<file path="src/icache_pkg.sv">
// ####################################################################
// icache_pkg
// shared geometry, field types, request struct and FSM state type
// for the two-way set-associative instruction cache
// ####################################################################

package icache_pkg;

    // address split: tag | index | byte offset
    localparam int TAG_W    = 20;
    localparam int INDEX_W  = 8;
    localparam int OFFSET_W = 4;

    // cache geometry
    localparam int NUM_SETS       = 1 << INDEX_W;
    localparam int NUM_WAYS       = 2;
    localparam int WORDS_PER_LINE = 4;

    // word and line widths
    localparam int WORD_W = 32;
    localparam int LINE_W = WORDS_PER_LINE * WORD_W;

    // bits of the offset that pick a word within the line
    localparam int WORD_SEL_W = $clog2(WORDS_PER_LINE);

    // one tag as held in the tag RAM
    typedef logic [TAG_W-1:0] tag_t;

    // set index, also the RAM address
    typedef logic [INDEX_W-1:0] index_t;

    // one instruction word
    typedef logic [WORD_W-1:0] word_t;

    // full line, word k sits at bits 32k upward
    typedef logic [LINE_W-1:0] line_t;

    // one bit per way
    // hit vector, victim and write masks all use it
    typedef logic [NUM_WAYS-1:0] way_t;

    // CPU request as seen on the port and in the request buffer
    typedef struct packed {
        tag_t                tag;
        index_t              index;
        logic [OFFSET_W-1:0] offset;
    } cpu_req_t;

    // controller FSM
    // IDLE    waits for a request
    // LOOKUP  RAM data is back, tag compare happens here
    // MISS    refill request held until rd_rdy
    // REFILL  waits for the returned line
    typedef enum logic [1:0] {
        IDLE   = 2'd0,
        LOOKUP = 2'd1,
        MISS   = 2'd2,
        REFILL = 2'd3
    } ctrl_state_t;

endpackage

</file>
<file path="src/icache_ctrl.sv">
// ####################################################################
// icache_ctrl
// lookup / miss / refill FSM with request buffer, tag compare,
// word select and the single-beat refill request
// ####################################################################

`timescale 1ns/1ps

module icache_ctrl (
    input  logic                      clk,
    input  logic                      resetn,
    // CPU side
    input  logic                      valid,
    input  icache_pkg::cpu_req_t      req,
    output logic                      addr_ok,
    output logic                      data_ok,
    output icache_pkg::word_t         rdata,
    // RAM read data and set state
    input  icache_pkg::tag_t  [icache_pkg::NUM_WAYS-1:0]       way_tag,
    input  icache_pkg::word_t [icache_pkg::NUM_WAYS-1:0]
                              [icache_pkg::WORDS_PER_LINE-1:0] way_word,
    input  icache_pkg::way_t          valid_bits,
    input  icache_pkg::way_t          victim,
    // RAM and set state control
    output icache_pkg::index_t        ram_index,
    output icache_pkg::index_t        upd_index,
    output logic                      hit_upd,
    output icache_pkg::way_t          hit_way,
    output logic                      fill_upd,
    output icache_pkg::way_t          fill_way,
    output icache_pkg::way_t          tag_wen,
    output icache_pkg::way_t          data_wen,
    output icache_pkg::tag_t          fill_tag,
    // refill side
    output logic                      rd_req,
    output logic [31:0]               rd_addr,
    input  logic                      rd_rdy,
    input  logic                      ret_valid,
    input  icache_pkg::line_t         ret_data
);

    icache_pkg::ctrl_state_t state;
    icache_pkg::ctrl_state_t next_state;

    // buffered request, valid from LOOKUP on
    icache_pkg::cpu_req_t req_q;

    // way chosen for the refill, taken when the lookup fails
    icache_pkg::way_t victim_q;

    logic                                hit;
    logic                                accept;
    logic                                fill;
    logic [icache_pkg::WORD_SEL_W-1:0]   word_sel;
    icache_pkg::word_t                   hit_word;
    icache_pkg::word_t                   ret_word;

    // tag compare
    // stale tags of empty ways are masked by the valid bits
    always_comb begin
        for (int w = 0; w < icache_pkg::NUM_WAYS; w++) begin
            hit_way[w] = valid_bits[w] && (way_tag[w] == req_q.tag);
        end
    end

    // only meaningful in LOOKUP
    assign hit = (state == icache_pkg::LOOKUP) && (|hit_way);

    // ready in IDLE, and in LOOKUP while hitting
    // this is what gives one hit per cycle
    assign addr_ok = (state == icache_pkg::IDLE) || hit;
    assign accept  = valid && addr_ok;

    // the line comes back this cycle
    assign fill = (state == icache_pkg::REFILL) && ret_valid;

    always_ff @(posedge clk or posedge resetn) begin
        if (resetn) begin
            state <= icache_pkg::IDLE;
        end else begin
            state <= next_state;
        end
    end

    always_comb begin
        next_state = state;
        case (state)
            icache_pkg::IDLE: begin
                if (valid) begin
                    next_state = icache_pkg::LOOKUP;
                end
            end
            icache_pkg::LOOKUP: begin
                if (hit) begin
                    // stay here if another request follows
                    next_state = valid ? icache_pkg::LOOKUP : icache_pkg::IDLE;
                end else if (rd_rdy) begin
                    // refill request already taken
                    next_state = icache_pkg::REFILL;
                end else begin
                    next_state = icache_pkg::MISS;
                end
            end
            icache_pkg::MISS: begin
                if (rd_rdy) begin
                    next_state = icache_pkg::REFILL;
                end
            end
            icache_pkg::REFILL: begin
                if (ret_valid) begin
                    next_state = icache_pkg::IDLE;
                end
            end
            default: begin
                next_state = icache_pkg::IDLE;
            end
        endcase
    end

    // request buffer, loads on every accepted request
    always_ff @(posedge clk) begin
        if (accept) begin
            req_q <= req;
        end
    end

    // latch victim in the failing lookup cycle
    always_ff @(posedge clk or posedge resetn) begin
        if (resetn) begin
            victim_q <= '0;
        end else if ((state == icache_pkg::LOOKUP) && !hit) begin
            victim_q <= victim;
        end
    end

    // RAM address
    // new request index normally, buffered index while refilling
    assign ram_index = ((state == icache_pkg::MISS) || (state == icache_pkg::REFILL))
                       ? req_q.index : req.index;

    // refill request
    // raised in the failing lookup cycle, held until rd_rdy
    assign rd_req  = ((state == icache_pkg::LOOKUP) && !hit) || (state == icache_pkg::MISS);
    assign rd_addr = {req_q.tag, req_q.index, {icache_pkg::OFFSET_W{1'b0}}};

    // line write into the victim way
    assign tag_wen  = fill ? victim_q : '0;
    assign data_wen = fill ? victim_q : '0;
    assign fill_tag = req_q.tag;

    // set state updates, both address the buffered set
    assign upd_index = req_q.index;
    assign hit_upd   = hit;
    assign fill_upd  = fill;
    assign fill_way  = victim_q;

    // word within the line, offset bits 3:2
    assign word_sel = req_q.offset[icache_pkg::OFFSET_W-1 -: icache_pkg::WORD_SEL_W];

    // hit data, one-hot OR over the ways
    always_comb begin
        hit_word = '0;
        for (int w = 0; w < icache_pkg::NUM_WAYS; w++) begin
            if (hit_way[w]) begin
                hit_word = hit_word | way_word[w][word_sel];
            end
        end
    end

    // miss data comes straight off the return beat
    assign ret_word = ret_data[icache_pkg::WORD_W*word_sel +: icache_pkg::WORD_W];

    assign data_ok = hit || fill;
    assign rdata   = (state == icache_pkg::REFILL) ? ret_word : hit_word;

endmodule

</file>
<file path="config.mk">
export PLATFORM = sky130hd
export DESIGN_NAME = icache_ctrl
export DESIGN_NICKNAME = d
export VERILOG_FILES = /design/src/icache_pkg.sv /design/src/icache_ctrl.sv
export SDC_FILE = /design/constraint.sdc
export NUM_CORES = 1
export LEC_CHECK = 0
export CAP_MARGIN = 25
export CORE_AREA = 5 5 219 221
export CTS_CLUSTER_DIAMETER = 150
export DETAILED_ROUTE_END_ITERATION = 8
export DIE_AREA = 0 0 224 226
export DONT_BUFFER_PORTS = 1
export PLACE_DENSITY = 0.3
export SLEW_MARGIN = 0
export SYNTH_ARGS = -nofsm -noshare
export SYNTH_HDL_FRONTEND = slang
export SYNTH_SLANG_ARGS = --single-unit
export TNS_END_PERCENT = 50
</file>
<file path="constraint.sdc">
create_clock -name clk -period 3.9 [get_ports clk]
set_input_delay 0.195 -clock clk [delete_from_list [all_inputs] [get_ports clk]]
set_output_delay 0.195 -clock clk [all_outputs]
set_load 0.03 [all_outputs]
</file>
## Yosys cells after proc, flatten, opt, wreduce, memory -nomap -nowiden

Cells that the tools add are included.

| storage, ports and cells | value |
|---|---|
| flip-flop bits (word level) | 36 |
| input port bits | 465 |
| output and inout port bits | 113 |
| logic and storage cells | 46 |

| operators by class | value |
|---|---|
| $lt $le $gt $ge | 1 |
| equal/unequal tests | 8 |
| shift-type cells | 1 |
| muxes and demuxes | 16 |
| bitwise gates (word level) | 1 |
| reductions and logical operators | 14 |

Operators with widths:

| operator | count |
|---|---|
| 2-to-1 mux 32 bit | 5 |
| binary-select mux 32 bit (select 2 bit) | 2 |
| indexed part select 128 x 8 -> 32 bit | 1 |
| equality test 20 bit | 2 |
| bitwise OR 32 bit | 1 |
| 2-to-1 mux 2 bit | 5 |
| 2-to-1 mux 8 bit | 1 |
| one-hot mux 2 bit (4 select lines) | 1 |
| logical AND 1 bit | 6 |
| inequality test 2 bit, second input constant | 3 |
| equality test 2 bit, second input constant | 2 |
| logical OR 1 bit | 4 |
| < comparator 2 x 3 -> 1 bit, second input constant | 1 |
| AND reduction 3 bit | 1 |
| equality test 2 x 1 -> 1 bit, second input constant | 1 |
| zero test 2 bit | 1 |
| 2-to-1 mux 1 bit | 2 |
| OR reduction 2 bit | 1 |
| zero test 1 bit | 1 |

## Logic depth before layout (Yosys ltp)

Gate-level depths: netlist of the first run.

| depth | value |
|---|---|
| word-level depth | 7 |
| gate-level depth with buffers | 7 |
| mapped depth without buffers | 6 |

## Worst setup path after synthesis of the first run

Ideal clock, no wire load.

| timing | value |
|---|---|
| kind | register -> register |
| start | register req_q (netlist bit fill_tag[18]) |
| end | register req_q (netlist bit fill_tag[0]) (enable) |
| setup time | 0.390 ns |
| arrival time | 2.302 ns |
| required time | 3.510 ns |
| setup slack | 1.208 ns |
| stages on the path, launching flop included | 8 |
| path buffers | 1 |
| period minus slack after synthesis | 2.692 ns |
| cell sequence | edfxtp_1 -> xnor2_1 -> nand4_1 -> nor4_2 -> nand4_2 -> buf_6 -> nand3_1 -> and3_1 |

| on the way | value |
|---|---|
| cells in the longest elaborated chain, start to end | 6 |
| elaborated cells between the ends (all ways) | 8 |
| classes of those cells | eq/ne: 2; reduce/logical: 6 |

Ends and longest elaborated chain:

| item | line | source |
|---|---|---|
| start, declared | icache_ctrl.sv:46 | `icache_pkg::cpu_req_t req_q;` |
| start signal, assigned | icache_ctrl.sv:123 | `req_q <= req;` |
| equality test 20 bit | icache_ctrl.sv:62 | `hit_way[w] = valid_bits[w] && (way_tag[w] == req_q.tag);` |
| logical AND 1 bit | icache_ctrl.sv:62 |  |
| OR reduction 2 bit (*) | icache_ctrl.sv:67 | `assign hit = (state == icache_pkg::LOOKUP) && (\|hit_way);` |
| logical AND 1 bit (*) | icache_ctrl.sv:67 |  |
| logical OR 1 bit (*) | icache_ctrl.sv:71 | `assign addr_ok = (state == icache_pkg::IDLE) \|\| hit;` |
| logical AND 1 bit (*) | icache_ctrl.sv:72 | `assign accept = valid && addr_ok;` |
| net accept | icache_ctrl.sv:52 | `logic accept;` |

The timed path passes the listed nets; every way through them passes the cells marked *.
A chain may end at the register's enable or synchronous reset.

## Worst setup path in the final report of the first run

| timing | value |
|---|---|
| start | register req_q (netlist bit fill_tag[2]) |
| end | output port rdata[11] |

| on the way | value |
|---|---|
| cells in the longest elaborated chain, start to end | 6 |
| elaborated cells between the ends (all ways) | 8 |
| classes of those cells | eq/ne: 2; mux: 3; bitwise: 1; reduce/logical: 2 |

Ends and longest elaborated chain:

| item | line | source |
|---|---|---|
| equality test 20 bit | icache_ctrl.sv:62 |  |
| logical AND 1 bit | icache_ctrl.sv:62 |  |
| 2-to-1 mux 32 bit | icache_ctrl.sv:164 | `if (hit_way[w]) begin` |
| bitwise OR 32 bit | icache_ctrl.sv:165 | `hit_word = hit_word \| way_word[w][word_sel];` |
| 2-to-1 mux 32 bit (*) | icache_ctrl.sv:164 |  |
| 2-to-1 mux 32 bit (*) | icache_ctrl.sv:174 | `assign rdata = (state == icache_pkg::REFILL) ? ret_word : hit_word;` |
| end, declared | icache_ctrl.sv:17 | `output icache_pkg::word_t rdata,` |

Mark *: on every way between the ends. The rest lies on a longest branch, timed or not.

==> results.md, run 1 <==
- Crit path max fanout: 37
- TritonCTS clock tree: built
- Switch share: 0.517
- Worst clock skew: about 4 ps
- Share of total power in the clock network: 0.127
- Crit path buf inv count: 2
- Share of the clock period used by the worst path: 0.833
- Crit path launch type: flip-flop
- Boundary Pins: around 580
- Largest net degree at the start of global routing: 53
- Power Dens Cells: 472 nW/µm²
- Placement Setup Slack: 779 ps
- Portion of the post-synthesis area used by sequential elements: 0.187
- Slowest cell delay on critical path: between 600 and 700 ps
- Total number of nets in the final design: between 900 and 1,000
- Share of cells above drive strength 1: 0.372
- Cells traversed along the worst timing path: xnor2_1, nand4_1, nor4_2, nand4_2, buf_4, nand2b_1, a31oi_1, buf_4
- Synthesized cell area: about 5300 µm²
- Internal Dissipation: around 0.0014 W
- Setup repair after global routing missed its margin: no
- Detailed-placement wirelength estimate: between 20,000 and 25,000 µm
- Port bufs: 0
- Placer congestion estimate: 0.805
- Final sum of negative setup slack: 0 ps
- Mean post-synth cell area: approximately 12 µm²
- Num Clock Sinks: 34
- Number of iterations in the first detailed-routing pass: 4
- CTS H-Tree Depth: 2
- First-iteration detailed-routing DRC count: 200
- Standard-cell row count: a little under 80
- Worst slew margin relative to its limit: 0.459
- Instance count of the mapped netlist: 462
- First-pass GRT wire length: 35,400 µm
- Final hold slack: between 60 and 70 ps
- Proportion of power drawn by combinational gates: 0.634
- Final number of setup-violating endpoints: 0
- Vertical extent of the die: ~230 µm
- Area of the die: between 50,000 and 60,000 µm²
- Switching power: 0.00155 W
- Final ANT Viol Nets: 0
- Endpoints failing hold: 0
- Initial core utilization: 0.116
- CTS Buf Count: 5
- Std-Cell Core Area: 46,000 µm²
- Critical path required time: approximately 3700 ps
- Count of unresolved DRC violations after routing: 0
- Arrival time of data at the critical path endpoint: around 3100 ps
- Worst-margin pin slew: 811 ps
- Total congestion overflow: 0
- Hold crit path type: in -> reg
- LEAKAGE: between 1.5 and 2 nW
- Worst Slack Setup Final: 650 ps
- Peak supply drop: 150 µV
- Crit path max-delay cell type: sky130_fd_sc_hd__edfxtp_1
- Number of vias per cell: approximately 4.0
- Worst Setup End Kind: output pin
- Relative contribution of sequential cells to total power: 0.239
- Max Transition Viols Final: 0
- Average detailed-routed wire length per instance: roughly 26 µm
- CTS Buffer Depth: 2
- Total vias in the final route: around 4,200
- Cell seen most often among critical-path stages: sky130_fd_sc_hd__buf_4
- Netlist cell types: 34
- Kind of cell adding the most delay to the critical path: simple AND/OR/NAND/NOR gates
- Clock Tree Root: sky130_fd_sc_hd__clkbuf_16
- Synth-to-layout area growth: 18.7%
- Min Tclk post-route: between 3000 and 4000 ps
- Clock transition at the registers of the reported paths: 50 ps
- Type of the setup path with the least slack: reg -> out
- Total Routed Length: approximately 28,000 µm
- Number of max-capacitance violations reported: 0
- Outcome: completed
- Vias in the first global route: 4,501
- Antenna violations before repair: 16
- GRT Util Overall: 0.0971
- Worst-skew pair later-pin latency: about 280 ps
- Total power: between 0.002 and 0.003 W
- Die width: around 220 µm
- YS warnings: 0
- Fmax achieved: a little over 0.3 GHz
- Number of flip-flops and latches in the synthesized netlist: 34
cells in the mapped netlist, drive strengths merged:
cell,n,share of area
mux2,10,0.021
a21oi,1,0.00093
xnor2,34,0.056
edfxtp,30,0.17
or2,2,0.0023
nor4,4,0.0070
nand3b,1,0.0014
dfrtp,4,0.019
nand2b,64,0.075
nor4b,2,0.0033
nand3,6,0.0056
nor2b,1,0.0012
nor3b,2,0.0028
buf,77,0.11
conb,1,0.00070
mux4,96,0.40
nand2,3,0.0021
clkbuf,21,0.015
and2,3,0.0035
o21bai,1,0.0014
nand4,17,0.022
mux2i,1,0.0019
o22a,1,0.0016
nor2,34,0.024
inv,4,0.0028
and3,2,0.0023
xor2,6,0.0098
o21ai,1,0.00093
a31oi,33,0.039
metal layers:
metal / GRT usage / up-vias / wire (µm) / part of all wire
met3: 0.0325 / 24 / 2480 / 0.090
met4: 0.0113 / 14 / 227 / 0.0082
met5: 0 / - / 92 / 0.0033
met2: 0.162 / 322 / 13600 / 0.49
met1: 0.127 / 2134 / 11300 / 0.41
li1: - / 1737 / - / -
metrics by stage:
stage	instances	instance area (µm²)	utilization
floorplan	465	5360	-
global placement	1025	5890	0.128
detailed placement	1025	5890	0.128
CTS	1034	6040	0.131
global route	1066	6340	0.138
finish	1069	6350	0.138
flip-flops by register name, indices dropped and copies added (netlist names), named ones only:
name,count
fill_way,2
fill_tag,20
state,1
req_q,2
upd_index,8
cell families after synthesis:
group,synth area share
AOI/OAI and AO/OA,0.0435
and+or+nand+nor,0.153
other,0.000701
muxes,0.427
xor gates and xnor gates,0.0655
buffers and inverters,0.123
DFF,0.187
power by group through the flow:
stage / Clock (W) / Sequential, W / Combinational, W
4_1_cts: 0.000398 / 0.000722 / 0.00192
2_1_floorplan: 0 / 0.000547 / 0.00154
3_3_place_gp: 0 / 0.000728 / 0.00192
5_1_grt: 0.000414 / 0.000730 / 0.00203
3_5_place_dp: 0 / 0.000728 / 0.00191
6_report: 0.000381 / 0.000717 / 0.00190
repair_timing:
| action | 4_1_cts | 5_1_grt |
|---|---|---|
| setup buffers | 0 | 0 |
| gates resized for setup | 0 | 0 |
| hold buffers | 1 | 30 |
| hold endpoints to repair | 4 | 30 |
layout by cell type, fill, tap and decap left out, types with 5 or more instances in the layout:
cell	instances
sky130_fd_sc_hd__mux2_2	10
sky130_fd_sc_hd__buf_4	49
sky130_fd_sc_hd__nand3_1	6
sky130_fd_sc_hd__diode_2	5
sky130_fd_sc_hd__nor2_1	34
sky130_fd_sc_hd__dlygate4sd3_1	31
sky130_fd_sc_hd__xor2_1	6
sky130_fd_sc_hd__a31oi_1	33
sky130_fd_sc_hd__clkbuf_16	5
sky130_fd_sc_hd__nand2b_1	64
sky130_fd_sc_hd__mux4_2	96
sky130_fd_sc_hd__edfxtp_1	30
sky130_fd_sc_hd__nand4_1	15
sky130_fd_sc_hd__xnor2_1	34
path summary, 6_finish.rpt:
kind                       depth (start not counted)        start  slack (ps)           end
hold / removal                                     1    victim[0]          70   fill_way[0]
setup reg to reg                                   8  fill_tag[2]         860  fill_tag[19]
setup / recovery                                   8  fill_tag[2]         650     rdata[11]
max in group asynchronous                          2       resetn        3480   fill_way[1]
hold reg to reg                                    1  fill_way[0]         810   fill_way[0]
min in group asynchronous                          2       resetn         260   fill_way[0]
final cells by class:
type,instances,area [µm²]
fill,5208,39600
multi-input combinational,329,3710
sequential,34,1000
tap,607,759
timing repair buffer,82,718
clock buffer,6,129
inverter,4,15.0
antenna,5,12.5
clock inverter,2,8.76
(Power assumes the default switching activity.)
==> run 2, diff against run 1 <==
clock period = 2.7 ns   (was 3.9 ns; I/O delays follow)
==> results.md, run 2 (synthesis gave the netlist of run 1 again) <==
- Outcome: completed
- Worst-margin pin slew: 662 ps (-149 ps)
- Endpoint of the worst hold-timing path: fill_way[1]
- Largest net degree at the start of global routing: 70 (+32%)
- Total power: 0.00478 W (+59%)
- Hold Path Cell Cnt: 1 (unchanged)
- CTS H-Tree Depth: 2 (unchanged)
- Die width: 224 µm (unchanged)
- Final instance count without filler cells: 1,115 (+4.3%)
- Max Transition Viols Final: 0 (unchanged)
- CTS Buffer Depth: 2 (unchanged)
- Placer congestion estimate: 0.790 (-1.9%)
- Kind of cell adding the most delay to the critical path: simple AND/OR/NAND/NOR gates
- Met1 GRT Util: 0.129 (+0.00172)
- GRT Util Overall: 0.101 (+0.00343)
- Most frequent cells in the layout: 96 x sky130_fd_sc_hd__mux4_2, 65 x sky130_fd_sc_hd__buf_4, 41 x sky130_fd_sc_hd__nand2b_1
- Total number of nets in the final design: 957 (+3.9%)
- Worst clock skew: 7.62 ps (+3.73 ps)
- Crit path max fanout: 22 (-41%)
- Placement Setup Slack: 46.2 ps (-733 ps)
- Setup repair after global routing missed its margin: yes
- Crit path max-delay cell type: sky130_fd_sc_hd__edfxtp_1
- Power Dens Cells: 659 nW/µm² (+39%)
- Num Clock Sinks: 34 (unchanged)
- Standard-cell row count: 79 (unchanged)
- Slowest cell delay on critical path: 490 ps (-190 ps)
- Most common cell after layout, fill and taps aside: sky130_fd_sc_hd__mux4_2
- Number of max-capacitance violations reported: 0 (unchanged)
- Vertical extent of the die: 226 µm (unchanged)
- Worst Reg-to-Reg Cells: 8 (unchanged)
- Total congestion overflow: 0 (unchanged)
- Final design instance area without fill: 7260 µm² (+14%)
- Worst Setup End Kind: output pin
- Cells traversed along the worst timing path: xnor2_2, nand4_1, nor4_4, nand4_2, buf_6, buf_12, and2_1, o21bai_1, buf_4
- Standard cell area after detailed placement: 6140 µm² (+4.3%)
- Share of cells above drive strength 1: 0.527 (+0.155)
- Worst Slack Setup Final: 62.2 ps (-588 ps)
- Detailed-placement wirelength estimate: 24,800 µm (+2.3%)
- Endpoints failing hold: 0 (unchanged)
- Number of vias per cell: 3.92 (-0.84%)
- CTS Buf Count: 5 (unchanged)
- Area of the die: 50,600 µm² (unchanged)
- Met3 global-route usage: 0.0322 (-0.000260)
- Fmax achieved: 0.379 GHz
- GR met2 Demand/Resource: 0.167 (+0.00548)
- Share of the clock period used by the worst path: 0.977
- Max FFs per register: 20 (unchanged)
- Number of iterations in the first detailed-routing pass: 4 (unchanged)
- Worst-skew pair later-pin latency: 280 ps (about the same)
- Vias in the first global route: 4,773 (+6.0%)
- Arrival time of data at the critical path endpoint: 2500 ps (-550 ps)
- Clock transition at the registers of the reported paths: 60 ps (about the same)
- Launching point of the worst reg2reg path: fill_tag[0]
- Synth-to-layout area growth: 35.8%
- Hold crit path type: in -> reg
- Critical path required time: 2570 ps (-1130 ps)
- Startpoint of the most critical hold path: victim[1]
- Worst slew margin relative to its limit: 0.558 (+0.0994)
- Most used routing layer: met2
- Port bufs: 0 (unchanged)
- Average detailed-routed wire length per instance: 25.6 µm (-0.98%)
- Total vias in the final route: 4,376 (+3.4%)
- Type of the setup path with the least slack: reg -> out
- Total Routed Length: 28,600 µm (+3.3%)
- Count of unresolved DRC violations after routing: 0 (unchanged)
- Clock Tree Root: sky130_fd_sc_hd__clkbuf_16
- Min Tclk post-route: 2640 ps
- Initial core utilization: 0.116 (unchanged)
- Std-Cell Core Area: 46,000 µm² (unchanged)
- First-iteration detailed-routing DRC count: 243 (+22%)
- TritonCTS clock tree: built
- Antenna violations before repair: 19 (+3)
- Crit path launch type: flip-flop
- Number of placed cells counting well taps: 1,052 (+2.6%)
- Peak supply drop: 312 µV (+110%)
- LEAKAGE: 2.46 nW (+32%)
- Final number of setup-violating endpoints: 0 (unchanged)
- First-pass GRT wire length: 36,700 µm (+3.5%)
- R2R Setup Slk: 330 ps (-530 ps)
- Boundary Pins: 578 (unchanged)
- Critical R2R Capture: fill_tag[3]
- Crit path buf inv count: 3 (+1)
- Final sum of negative setup slack: 0 ps (unchanged)
- Final ANT Viol Nets: 0 (unchanged)
[run 2: through the flow]
stage	hold slack [ps]	util
floorplan	-98.9	-
global placement	-73.7	0.134
detailed placement	-77.7	0.134
finish	13.4	0.158
global route	9.78	0.158
CTS	1.21	0.147
[run 2: what timing repair did]
action	4_1_cts	5_1_grt
pin swaps	10	25
endpoints found under the setup margin	35	35
gates resized for setup	20	63
hold endpoints to repair	35	0
setup buffers	4	4
hold buffers	32	0
[run 2: routing by layer]
metal  vias to the layer above  part of all wire
li1                       1820                 -
met1                      2196              0.40
met2                       326              0.49
met3                        24             0.095
met4                        10             0.012
met5                         -            0.0020
[run 2: how the worst max path moves through the flow]
| stage | endpoint | cells after the start | start |
|---|---|---|---|
| finish | data_ok | 9 | fill_tag[0] |
| global route | rdata[1] | 9 | fill_tag[0] |
| CTS | rdata[11] | 9 | fill_tag[5] |
| detailed placement | rdata[11] | 8 | fill_tag[16] |
| global placement | rdata[11] | 8 | fill_tag[16] |
| floorplan | fill_tag[0] | 7 | fill_tag[18] |
[run 2: final cells by class]
cell class	instances	area, µm²
multi-input combinational	329	4190
tap	607	759
antenna	15	37.5
fill	5130	38700
inverter	4	15.0
sequential	34	1000
timing repair buffer	118	1110
clock buffer	8	146
[run 2: report_power, final]
part	internal, W	switching [W]	total, W
registers	0.000678	0.000195	0.000873
logic	0.00133	0.00199	0.00332
clock network	0.000368	0.000222	0.000590
total	0.00238	0.00240	0.00478
